$ cat src/include/fb_config.svh
`ifndef FB_CONFIG_SVH
`define FB_CONFIG_SVH

// screen geometry, small enough for a quick simulation
`define FB_H_VISIBLE      64
`define FB_H_TOTAL        96
`define FB_V_VISIBLE      8
`define FB_V_TOTAL        12

// sync positions in pixels and lines
`define FB_HSYNC_START    72
`define FB_HSYNC_END      80
`define FB_VSYNC_LINE     9

// external SRAM
`define FB_WORD_BITS      16
`define FB_WORDS_PER_LINE 4   // FB_H_VISIBLE / FB_WORD_BITS
`define FB_ADDR_BITS      18
`define FB_SRAM_WAIT      2   // clk cycles per strobe

// point queue depth, equal to the credits held by the source after reset
`define FB_POINT_DEPTH    4

`endif

$ cat src/design/fb_pkg.sv
package fb_pkg;

    // framebuffer sequencer states
    typedef enum logic [3:0] {
        idle,
        fetch_issue,
        fetch_wait,
        fetch_shift,
        plot_read,
        plot_read_wait,
        plot_write,
        plot_write_wait,
        erase_write,
        erase_wait
    } fb_state_t;

    // request from the sequencer to the SRAM controller
    typedef enum logic [1:0] {
        op_none,
        op_read,
        op_write
    } sram_op_t;

endpackage

$ cat src/design/fb_sequencer.sv
`timescale 1ns/1ns
`include "fb_config.svh"

module fb_sequencer import fb_pkg::*; (
    input  logic                     clk,
    input  logic                     rst,
    input  logic [10:0]              hcount,
    input  logic [9:0]               vcount,
    input  logic                     point_valid,
    input  logic [9:0]               point_x,
    input  logic [8:0]               point_y,
    output logic                     point_credit,
    input  logic                     erase_req,
    output sram_op_t                 op,
    output logic [`FB_ADDR_BITS-1:0] addr,
    output logic [`FB_WORD_BITS-1:0] wdata,
    input  logic                     ready,
    input  logic [`FB_WORD_BITS-1:0] rdata,
    output logic                     pixel
);

    localparam int AW        = `FB_ADDR_BITS;
    localparam int WB        = `FB_WORD_BITS;
    localparam int WB_LOG    = $clog2(WB);
    localparam int LINE_BITS = `FB_H_VISIBLE;
    localparam int PIX_W     = $clog2(LINE_BITS);
    localparam int IDX_W     = $clog2(`FB_WORDS_PER_LINE);
    localparam int QD        = `FB_POINT_DEPTH;
    localparam int QP_W      = $clog2(QD);
    localparam int QC_W      = QP_W + 1;

    localparam logic [10:0]    H_VIS      = 11'(`FB_H_VISIBLE);
    localparam logic [9:0]     V_VIS      = 10'(`FB_V_VISIBLE);
    localparam logic [9:0]     V_LAST     = 10'(`FB_V_TOTAL - 1);
    localparam logic [AW-1:0]  WPL        = AW'(`FB_WORDS_PER_LINE);
    localparam logic [IDX_W-1:0] IDX_LAST = IDX_W'(`FB_WORDS_PER_LINE - 1);
    localparam logic [AW-1:0]  ERASE_LAST = AW'(`FB_V_VISIBLE * `FB_WORDS_PER_LINE - 1);
    localparam logic [QP_W-1:0] PTR_LAST  = QP_W'(QD - 1);
    localparam logic [WB-1:0]  LEFT_BIT   = {1'b1, {(WB - 1){1'b0}}};

    fb_state_t state;

    // circular point queue
    logic [9:0]      q_x [QD];
    logic [8:0]      q_y [QD];
    logic [QP_W-1:0] wr_ptr;
    logic [QP_W-1:0] rd_ptr;
    logic [QC_W-1:0] q_count;
    logic            pop;

    logic                 erase_pend;
    logic [IDX_W-1:0]     word_idx;
    logic [9:0]           fetch_y;     // line the fetch is for
    logic                 fetch_line;  // next line is visible
    logic [WB-1:0]        plot_mask;
    logic [LINE_BITS-1:0] line_buf;    // word 0 ends up in the top bits
    logic [PIX_W-1:0]     pix_sel;

    assign pop          = (state == plot_read);
    assign point_credit = pop;  // one credit back per dequeue

    assign fetch_y    = (vcount == V_LAST) ? '0 : vcount + 10'd1;
    assign fetch_line = (vcount < V_VIS - 10'd1) || (vcount == V_LAST);

    always_ff @(posedge clk) begin
        if (point_valid) begin
            q_x[wr_ptr] <= point_x;
            q_y[wr_ptr] <= point_y;
        end
    end

    // credits keep the source from ever overrunning the queue
    always_ff @(posedge clk) begin
        if (rst) begin
            wr_ptr  <= '0;
            rd_ptr  <= '0;
            q_count <= '0;
        end else begin
            if (point_valid) begin
                wr_ptr <= (wr_ptr == PTR_LAST) ? '0 : wr_ptr + 1'b1;
            end
            if (pop) begin
                rd_ptr <= (rd_ptr == PTR_LAST) ? '0 : rd_ptr + 1'b1;
            end
            q_count <= q_count + QC_W'(point_valid) - QC_W'(pop);
        end
    end

    always_ff @(posedge clk) begin
        if (rst) begin
            state      <= idle;
            op         <= op_none;
            word_idx   <= '0;
            erase_pend <= 1'b0;
        end else begin
            case (state)
                idle: begin
                    if (hcount == H_VIS && fetch_line) begin
                        word_idx <= '0;
                        state    <= fetch_issue;
                    end else if (hcount == '0 && vcount == V_VIS + 10'd1 && erase_pend) begin
                        erase_pend <= 1'b0;
                        addr       <= '0;
                        state      <= erase_write;
                    end else if (vcount == V_VIS && q_count != '0) begin
                        state <= plot_read;  // queue drains on the first blank line
                    end
                end
                fetch_issue: begin
                    op    <= op_read;
                    addr  <= AW'(fetch_y) * WPL;
                    state <= fetch_wait;
                end
                fetch_wait: begin
                    if (ready) begin
                        op       <= op_none;
                        line_buf <= {line_buf[LINE_BITS-WB-1:0], rdata};
                        state    <= fetch_shift;
                    end
                end
                fetch_shift: begin
                    if (word_idx == IDX_LAST) begin
                        state <= idle;
                    end else begin
                        word_idx <= word_idx + 1'b1;
                        op       <= op_read;
                        addr     <= addr + 1'b1;
                        state    <= fetch_wait;
                    end
                end
                plot_read: begin
                    op        <= op_read;
                    addr      <= AW'(q_y[rd_ptr]) * WPL + AW'(q_x[rd_ptr] >> WB_LOG);
                    plot_mask <= LEFT_BIT >> q_x[rd_ptr][WB_LOG-1:0];  // bit 15 is leftmost
                    state     <= plot_read_wait;
                end
                plot_read_wait: begin
                    if (ready) begin
                        op    <= op_none;
                        wdata <= rdata | plot_mask;  // keep the other pixels of the word
                        state <= plot_write;
                    end
                end
                plot_write: begin
                    op    <= op_write;
                    state <= plot_write_wait;
                end
                plot_write_wait: begin
                    if (ready) begin
                        op    <= op_none;
                        state <= idle;
                    end
                end
                erase_write: begin
                    op    <= op_write;
                    wdata <= '0;
                    state <= erase_wait;
                end
                erase_wait: begin
                    if (ready) begin
                        op <= op_none;
                        if (addr == ERASE_LAST) begin
                            state <= idle;
                        end else begin
                            addr  <= addr + 1'b1;
                            state <= erase_write;
                        end
                    end
                end
                default: state <= idle;
            endcase
            if (erase_req) begin
                erase_pend <= 1'b1;  // served at the next erase window
            end
        end
    end

    // leftmost pixel sits in the msb of the buffer
    assign pix_sel = PIX_W'(LINE_BITS - 1) - hcount[PIX_W-1:0];
    assign pixel   = line_buf[pix_sel];

endmodule

$ cat src/design/fb_top.sv
`timescale 1ns/1ns
`include "fb_config.svh"

module fb_top import fb_pkg::*; (
    input  logic                     clk,
    input  logic                     rst,
    input  logic                     point_valid,
    input  logic [9:0]               point_x,
    input  logic [8:0]               point_y,
    output logic                     point_credit,
    input  logic                     erase_req,
    output logic                     hsync,
    output logic                     vsync,
    output logic                     blank,
    output logic                     pixel,
    output logic [`FB_ADDR_BITS-1:0] sram_addr,
    input  logic [`FB_WORD_BITS-1:0] sram_din,
    output logic [`FB_WORD_BITS-1:0] sram_dout,
    output logic                     sram_dout_en,
    output logic                     sram_oe_n,
    output logic                     sram_we_n,
    output logic                     sram_cs_n
);

    logic [10:0]              hcount;
    logic [9:0]               vcount;
    sram_op_t                 op;
    logic [`FB_ADDR_BITS-1:0] addr;
    logic [`FB_WORD_BITS-1:0] wdata;
    logic [`FB_WORD_BITS-1:0] rdata;
    logic                     ready;

    raster_timing timing_i (
        .clk    (clk),
        .rst    (rst),
        .hcount (hcount),
        .vcount (vcount),
        .hsync  (hsync),
        .vsync  (vsync),
        .blank  (blank)
    );

    fb_sequencer seq_i (
        .clk          (clk),
        .rst          (rst),
        .hcount       (hcount),
        .vcount       (vcount),
        .point_valid  (point_valid),
        .point_x      (point_x),
        .point_y      (point_y),
        .point_credit (point_credit),
        .erase_req    (erase_req),
        .op           (op),
        .addr         (addr),
        .wdata        (wdata),
        .ready        (ready),
        .rdata        (rdata),
        .pixel        (pixel)
    );

    sram_ctrl sram_i (
        .clk          (clk),
        .rst          (rst),
        .op           (op),
        .addr         (addr),
        .wdata        (wdata),
        .ready        (ready),
        .rdata        (rdata),
        .sram_addr    (sram_addr),
        .sram_din     (sram_din),
        .sram_dout    (sram_dout),
        .sram_dout_en (sram_dout_en),
        .sram_oe_n    (sram_oe_n),
        .sram_we_n    (sram_we_n),
        .sram_cs_n    (sram_cs_n)
    );

endmodule

$ cat src/design/raster_timing.sv
`timescale 1ns/1ns
`include "fb_config.svh"

module raster_timing (
    input  logic        clk,
    input  logic        rst,
    output logic [10:0] hcount,
    output logic [9:0]  vcount,
    output logic        hsync,
    output logic        vsync,
    output logic        blank
);

    localparam logic [10:0] H_VIS    = 11'(`FB_H_VISIBLE);
    localparam logic [10:0] H_TOTAL  = 11'(`FB_H_TOTAL);
    localparam logic [10:0] HS_START = 11'(`FB_HSYNC_START);
    localparam logic [10:0] HS_END   = 11'(`FB_HSYNC_END);
    localparam logic [9:0]  V_VIS    = 10'(`FB_V_VISIBLE);
    localparam logic [9:0]  V_TOTAL  = 10'(`FB_V_TOTAL);
    localparam logic [9:0]  VS_LINE  = 10'(`FB_VSYNC_LINE);

    logic [10:0] h_next;
    logic [9:0]  v_next;
    logic        line_end;

    assign line_end = (hcount == H_TOTAL - 11'd1);
    assign h_next   = line_end ? '0 : hcount + 11'd1;

    always_comb begin
        v_next = vcount;
        if (line_end) begin
            v_next = (vcount == V_TOTAL - 10'd1) ? '0 : vcount + 10'd1;
        end
    end

    // decode from the next count so sync and blank line up with the counters
    always_ff @(posedge clk) begin
        if (rst) begin
            hcount <= '0;
            vcount <= '0;
            hsync  <= 1'b0;
            vsync  <= 1'b0;
            blank  <= 1'b0;  // 0,0 is a visible pixel
        end else begin
            hcount <= h_next;
            vcount <= v_next;
            hsync  <= (h_next >= HS_START) && (h_next < HS_END);
            vsync  <= (v_next == VS_LINE);  // whole line
            blank  <= (h_next >= H_VIS) || (v_next >= V_VIS);
        end
    end

endmodule

$ cat src/design/sram_ctrl.sv
`timescale 1ns/1ns
`include "fb_config.svh"

module sram_ctrl import fb_pkg::*; (
    input  logic                     clk,
    input  logic                     rst,
    input  sram_op_t                 op,
    input  logic [`FB_ADDR_BITS-1:0] addr,
    input  logic [`FB_WORD_BITS-1:0] wdata,
    output logic                     ready,
    output logic [`FB_WORD_BITS-1:0] rdata,
    output logic [`FB_ADDR_BITS-1:0] sram_addr,
    input  logic [`FB_WORD_BITS-1:0] sram_din,
    output logic [`FB_WORD_BITS-1:0] sram_dout,
    output logic                     sram_dout_en,
    output logic                     sram_oe_n,
    output logic                     sram_we_n,
    output logic                     sram_cs_n
);

    localparam int CNT_W = $clog2(`FB_SRAM_WAIT + 1);

    sram_op_t         cur_op;    // operation on the pins, op_none when idle
    logic [CNT_W-1:0] wait_cnt;  // strobe cycles left
    logic             accept;
    logic             last_cycle;

    // the requester holds op through the ready cycle, so skip that one
    assign accept     = (cur_op == op_none) && !ready && (op != op_none);
    assign last_cycle = (cur_op != op_none) && (wait_cnt == '0);

    always_ff @(posedge clk) begin
        if (rst) begin
            cur_op   <= op_none;
            wait_cnt <= '0;
            ready    <= 1'b0;
        end else begin
            ready <= 1'b0;
            if (accept) begin
                cur_op   <= op;
                wait_cnt <= CNT_W'(`FB_SRAM_WAIT - 1);
            end else if (last_cycle) begin
                cur_op <= op_none;
                ready  <= 1'b1;
            end else if (cur_op != op_none) begin
                wait_cnt <= wait_cnt - 1'b1;
            end
        end
    end

    // address and write data latched with the request
    always_ff @(posedge clk) begin
        if (accept) begin
            sram_addr <= addr;
            sram_dout <= wdata;
        end
    end

    // sample the bus at the end of the read strobe
    always_ff @(posedge clk) begin
        if (last_cycle && cur_op == op_read) begin
            rdata <= sram_din;
        end
    end

    // strobes come straight off the operation register
    assign sram_cs_n    = (cur_op == op_none);
    assign sram_oe_n    = (cur_op != op_read);
    assign sram_we_n    = (cur_op != op_write);
    assign sram_dout_en = (cur_op == op_write);

endmodule

$ cat config.mk
export PLATFORM = sky130hd
export DESIGN_NAME = fb_top
export DESIGN_NICKNAME = d
export VERILOG_FILES = /design/src/design/fb_pkg.sv /design/src/design/fb_sequencer.sv /design/src/design/fb_top.sv /design/src/design/raster_timing.sv /design/src/design/sram_ctrl.sv
export VERILOG_INCLUDE_DIRS = /design/src /design/src/include
export SDC_FILE = /design/constraint.sdc
export NUM_CORES = 1
export LEC_CHECK = 0
export BUFFER_PORTS_ARGS = -buffer_cell sky130_fd_sc_hd__buf_2
export CAP_MARGIN = 20
export CORE_MARGIN = 2
export CORE_UTILIZATION = 55
export DETAILED_ROUTE_END_ITERATION = 8
export PLACE_DENSITY = 0.72
export SYNTH_ARGS = -nofsm -noshare
export SYNTH_HDL_FRONTEND = slang
export SYNTH_HIERARCHICAL = 1
export SYNTH_SLANG_ARGS = --single-unit
$ cat constraint.sdc
create_clock -name clk -period 16.21 [get_ports clk]
set_input_delay 1.621 -clock clk [delete_from_list [all_inputs] [get_ports clk]]
set_output_delay 1.621 -clock clk [all_outputs]
set_load 0.005 [all_outputs]
# Word-level counts from Yosys, hierarchy flattened
# Memory sizes are Yosys's and may differ from the RTL's. A register that Yosys moved wholly into a read port is not among the register bits.
# Index checks and enable logic that the tools add are counted.
# classes
n_eq_ne	36
n_mux	47
shifts	1
n_bitwise	3
order_cmp	6
addsub	11
reduce_logical	41
# ops
op	n
$mux 18	5
$pmux 18 s5	1
$eq 10x4->1 const B	4
$pmux 4 s10	1
$mux 4	8
$pmux 16 s2	1
$mux 2	13
$eq 11x7->1 const B	2
$ge 11x7->1 const B	2
$mux 10	2
$add 18x1->18 const B	1
$eq 18x5->1 const B	1
$ne 2x1->1 const B	9
$eq 4x3->1 const B	4
$mux 16	1
$or 16x16->16	1
$reduce_bool 2->1	8
$shr 16x4->16 const A	1
$reduce_and 3->1	5
$add 11x6->12	1
$add 11x1->11 const B	1
$logic_not 11->1	1
$lt 11x7->1 const B	1
$mux 1	11
other kinds (34)	60
# totals
mem_bits_rw	76
mem_count	2
register_bits	209
out_inout_bits	43
in_bits	39
elab_cells	170
# memory_table
memory	words	width	rd	rd_ports_with_merged_regs	wr	line_no	rtl
seq_i.q_x	4	10	1	1	1	fb_sequencer.sv:44	logic [9:0] q_x [QD];
seq_i.q_y	4	9	1	1	1	fb_sequencer.sv:45	logic [8:0] q_y [QD];

# Depth between registers and ports, before layout
# depth
ltp_word	7
depth_mapped	12
mapped_depth_nobuf	11

# By module
# Netlist, hierarchy kept.
# by_module_without_submodules
module	cells_each	area_each_um2	seq_area_each_um2	instances
fb_sequencer	610	9146.3	6065.8	1
sram_ctrl	76	1741.7	1601.5	1
raster_timing	132	1186.1	480.5	1

# Worst setup path after synthesis
# No wires, ideal clock.
# synth_timing
path_kind	input to register
start	input rst
end	register seq_i.line_buf[0], enable pin
arrival_time_ns	6.541
path_buffers	1
stages	2
slack_ns	9.091
setup_ns	0.578
required_time_ns	15.632
path_cell_list	clkbuf_1 > nor3b_1
# synth_between
elab_chain_len	2
# synth_rtl
element	line_no	rtl
from (decl)	fb_top.sv:6	input logic rst,
$not 1->1 (no line)	-	
$reduce_and 3->1 (no line)	-	
to (signal assigned)	fb_sequencer.sv:117	line_buf <= {line_buf[LINE_BITS-WB-1:0], rdata};
to (decl)	fb_sequencer.sv:56	logic [LINE_BITS-1:0] line_buf;
# No other way between the ends.
# A chain may end at the register's enable or synchronous reset.

# Final worst setup path
# layout_timing
start	register timing_i.hcount[1]
end	output pixel
# layout_between
elab_chain_len	3
# layout_rtl
element	line_no	rtl
from (decl)	raster_timing.sv:7	output logic [10:0] hcount,
from (signal assigned)	raster_timing.sv:45	hcount <= h_next;
$sub 6x6->6	fb_sequencer.sv:179	assign pix_sel = PIX_W'(LINE_BITS - 1) - hcount[PIX_W-1:0];
$bmux 1 s6	fb_sequencer.sv:180	assign pixel = line_buf[pix_sel];
$mux 1 (not written as such)	fb_sequencer.sv:180	
to (decl)	fb_top.sv:15	output logic pixel,
# No other way between the ends. The select of a mux whose other input is x is not followed.

==> results.json <==
{
  "max_cap_viol_count": 0,
  "crit_start": "timing_i/hcount[1]$_SDFF_PP0_",
  "mappedNetlistNets": 878,
  "mappedNetlistArea_um2": 12100,
  "cts_tree": "built",
  "start_util_pct": 55.7,
  "synth.yosys.warnings": 6,
  "instance_count_of_the_mapped_netlist": 818,
  "worstSetupPathType": "reg -> out",
  "worst_ep_arrival_ps": 3070,
  "root_cell_of_the_clock_tree": "sky130_fd_sc_hd__clkbuf_16",
  "synth_adder_area_share_pct": 2.38,
  "cts_hold_repair.buffers": 0,
  "clock-skew-final_ps": 15.2,
  "crit_path_top_delay_cell": "sky130_fd_sc_hd__dfxtp_1",
  "final-instance-count-excl-fill": 1223,
  "synth_sequential_area_ratio_pct": 67.5,
  "complex_gate_fraction_of_the_synthesized_area_pct": 5.24,
  "cp_max_fo": 12,
  "outcome": "completed",
  "worst_skew_pair.late_latency_ps": 540,
  "remaining_drc_errors": 0,
  "leading_cell_type_in_the_layout_fill_and_taps_excluded": "sky130_fd_sc_hd__edfxtp_1",
  "ctsHtreeMaxLevel": 1,
  "clkSinkCount": 287,
  "drt_first_pass_iters": 7,
  "grt_overflow": 0,
  "simple_gate_share_of_the_synthesized_area_pct": 11.3,
  "leakage_power_nw": 4.68,
  "die-height_um": 152,
  "worstRegToRegCells": 11,
  "nFillCells": 1540,
  "placementRows": 54,
  "syn_avg_cell_area_um2": 14.8,
  "clock_path_buffers": 3,
  "dpl.cell_count": 1165,
  "synth_ff_type": "sky130_fd_sc_hd__edfxtp_1",
  "timing.rr.end": "seq_i/q_count[2]$_SDFF_PP0_",
  "power_density_nw_per_um2": 147,
  "ys_types": 73,
  "routed_via_density": 5.67,
  "fraction_of_synthesized_cell_area_in_xor_and_xnor_cells_pct": 3.48,
  "largest_family_of_logic_cells_by_synthesized_area": "simple AND/OR/NAND/NOR gates",
  "ctsResizeCount": 0,
  "grt_start_max_net_pins": 65,
  "grt_pass1_vias": 6724,
  "critical_path_max_stage_delay_ps": 700,
  "boundaryPins": 82,
  "layout.nets": 977,
  "postRouteWirelength_um": 22100,
  "edff_count_synth": 240,
  "global_route.usage.total_pct": 19.0,
  "number_of_storage_elements_in_the_synthesis_netlist": 287,
  "initial_drc_count": 425,
  "worst_pin_slew_ps": 1040,
  "grt_first_pass_wirelength_um": 35700,
  "grt_antenna_before_repair": 1,
  "ir_worst_vdd_mv": 0.106,
  "crit_required_ps": 14590,
  "postRouteAntennaNets": 0,
  "routed_wire_length_per_instance_um": 18.0,
  "placeableCoreArea_um2": 21700,
  "syn_to_final_growth_pct": 14.0,
  "buffers_added_on_ports": 81,
  "period_share_pct": 28.9,
  "clk_pin_slew_ps": 60,
  "regToRegSetupSlack_ps": 13160,
  "timing.max_slew.rel_slack_pct": 30.5,
  "fin_setup_tns_ps": 0,
  "finalInstanceArea_um2": 13800,
  "detailroute.via_count": 6939,
  "post-cts-setup-buffer-count": 0,
  "crit_path_end": "pixel",
  "maxClockFrequency_mhz": 213,
  "asyncSetResetFlopFracSynth_pct": 0,
  "dpl-instance-area_um2": 12800,
  "worstHoldPathType": "reg -> reg",
  "final_layout_size_suffix_gt1_share_pct": 19.4,
  "cts-buffers-inserted": 30,
  "yosys-mux-area-fraction_pct": 8.11,
  "report.final.slew_viol_count": 0,
  "layout_common_cells": "sky130_fd_sc_hd__edfxtp_1, sky130_fd_sc_hd__nor2_1, sky130_fd_sc_hd__buf_2",
  "timing.final.setup_violations": 0,
  "gpl.final_weighted_congestion": 0.854,
  "final_hold_viol_count": 0,
  "rsz0062_at_grt": "no",
  "fp.dieW_um": 152,
  "worstSetupStartpointType": "flip-flop",
  "regToRegStartpoint": "seq_i/state[1]$_SDFFE_PP0P_",
  "place.detailed.hpwl_um": 14700,
  "crit_chain": "buf_4, mux4_1, mux2_2, a2111oi_2, nor3_2, buf_2",
  "design.die.area_um2": 23200,
  "shortest_period_the_worst_path_allows_ps": 4690,
  "end_kind": "output port"
}
worst min path at each step:
| stage | start | to | slack [ps] | cells past startpoint |
|---|---|---|---|---|
| final | seq_i/wdata[14]$_SDFFCE_PP0P_ | sram_i/sram_dout[14]$_DFFE_PP_ | 420 | 0 |
| after global routing | seq_i/wdata[7]$_SDFFCE_PP0P_ | sram_i/sram_dout[7]$_DFFE_PP_ | 420 | 0 |
| after CTS | seq_i/wdata[3]$_SDFFCE_PP0P_ | sram_i/sram_dout[3]$_DFFE_PP_ | 420 | 0 |
| after detailed placement | seq_i/wdata[3]$_SDFFCE_PP0P_ | sram_i/sram_dout[3]$_DFFE_PP_ | 400 | 0 |
| after global placement | seq_i/wdata[1]$_SDFFCE_PP0P_ | sram_i/sram_dout[1]$_DFFE_PP_ | 400 | 0 |
| after floorplan | seq_i/wdata[0]$_SDFFCE_PP0P_ | sram_i/sram_dout[0]$_DFFE_PP_ | 400 | 0 |
cell usage after synthesis (3+ instances only):
master / n / area share [%]
sky130_fd_sc_hd__mux4_1: 9 / 2.0
sky130_fd_sc_hd__a22oi_1: 3 / 0.19
sky130_fd_sc_hd__buf_2: 7 / 0.29
sky130_fd_sc_hd__nand2b_1: 7 / 0.36
sky130_fd_sc_hd__or3_1: 5 / 0.26
sky130_fd_sc_hd__nor2b_1: 8 / 0.41
sky130_fd_sc_hd__nand4_1: 13 / 0.67
sky130_fd_sc_hd__o211ai_1: 3 / 0.19
sky130_fd_sc_hd__and3_1: 8 / 0.41
sky130_fd_sc_hd__or2_2: 3 / 0.16
sky130_fd_sc_hd__clkbuf_1: 9 / 0.28
sky130_fd_sc_hd__nor2_1: 104 / 3.2
sky130_fd_sc_hd__buf_4: 3 / 0.19
sky130_fd_sc_hd__xnor2_1: 28 / 2.0
sky130_fd_sc_hd__a31oi_1: 11 / 0.57
sky130_fd_sc_hd__ha_1: 19 / 2.0
sky130_fd_sc_hd__nand2_1: 34 / 1.1
sky130_fd_sc_hd__nand3_1: 25 / 1.0
sky130_fd_sc_hd__and2_1: 5 / 0.26
sky130_fd_sc_hd__dfxtp_1: 47 / 7.8
sky130_fd_sc_hd__o221ai_1: 3 / 0.22
sky130_fd_sc_hd__nor3_1: 23 / 0.95
sky130_fd_sc_hd__inv_1: 26 / 0.81
sky130_fd_sc_hd__xor2_1: 20 / 1.5
sky130_fd_sc_hd__mux4_2: 24 / 4.5
sky130_fd_sc_hd__edfxtp_1: 240 / 60
sky130_fd_sc_hd__a21oi_1: 14 / 0.58
sky130_fd_sc_hd__o22a_1: 6 / 0.44
sky130_fd_sc_hd__nor3b_1: 4 / 0.25
sky130_fd_sc_hd__and4_1: 7 / 0.51
sky130_fd_sc_hd__nor4_1: 7 / 0.36
sky130_fd_sc_hd__mux2i_1: 18 / 1.5
sky130_fd_sc_hd__o21ai_0: 20 / 0.83
state kept, by name, indices dropped and copies added, names as in the netlist, 16 cells and up, named ones only:
name              cells
seq_i/line_buf       64
seq_i/q_x            40
seq_i/q_y            36
seq_i/addr           18
sram_i/sram_addr     18
seq_i/plot_mask      16
seq_i/wdata          16
sram_i/rdata         16
sram_i/sram_dout     16
worst max-delay path: cells and delay by family, from the launching register on:
kind / cells / cell delay, ps
DFF: 1 / 700
AOI/OAI and AO/OA: 1 / 410
and+or+nand+nor: 1 / 80
muxes: 2 / 860
buffers and inverters: 2 / 470
through the flow:
step / power (mW) / setup WS, ps / hold WS [ps] / utilization, %
6_report: 2.02 / 11520 / 416 / 63.5
5_1_grt: 2.12 / 11350 / 423 / 63.4
4_1_cts: 2.04 / 11460 / 419 / 63.4
3_5_place_dp: 1.37 / 12050 / 405 / 59.0
3_3_place_gp: 1.36 / 12090 / 403 / 58.9
2_1_floorplan: 1.24 / 9090 / 400 / -
layer usage:
layer	global-route usage, %	vias to the layer above	wire, um	part of all wire (%)
met5	0	-	0	0
met4	5.12	0	533	2.4
met3	2.93	39	1140	5.1
met2	30.8	187	10600	48
met1	27.2	3371	9840	45
li1	-	3342	-	-
cells by family (layout without fill, tap and decap cells):
kind of cell / Yosys count / count (layout)
AOI/OAI and AO/OA: 89 / 89
xor gates and xnor gates: 48 / 48
adders and majority gates: 22 / 22
buffers and inverters: 51 / 174
DFF: 287 / 287
muxes: 53 / 53
other: 0 / 2
and+or+nand+nor: 268 / 268
final cells by class:
cell class / count / area [um^2] / area share (%)
Sequential cell: 287 / 8150 / 59.2
Multi-Input combinational cell: 480 / 3700 / 26.9
Clock buffer: 39 / 806 / 5.86
Timing Repair Buffer: 91 / 484 / 3.52
Tap cell: 280 / 350 / 2.55
Clock inverter: 17 / 163 / 1.18
Inverter: 27 / 101 / 0.736
Antenna cell: 2 / 5.00 / 0.0364
report_power, final:
part / internal, mW / switching [mW] / total (mW) / leakage (nW)
Clock: 0.396 / 0.264 / 0.661 / 0.466
Combinational: 0.154 / 0.205 / 0.359 / 1.63
Sequential: 0.928 / 0.0714 / 1.00 / 2.58
Total: 1.48 / 0.541 / 2.02 / 4.68
No activity file was read; power rests on OpenSTA's default activity.
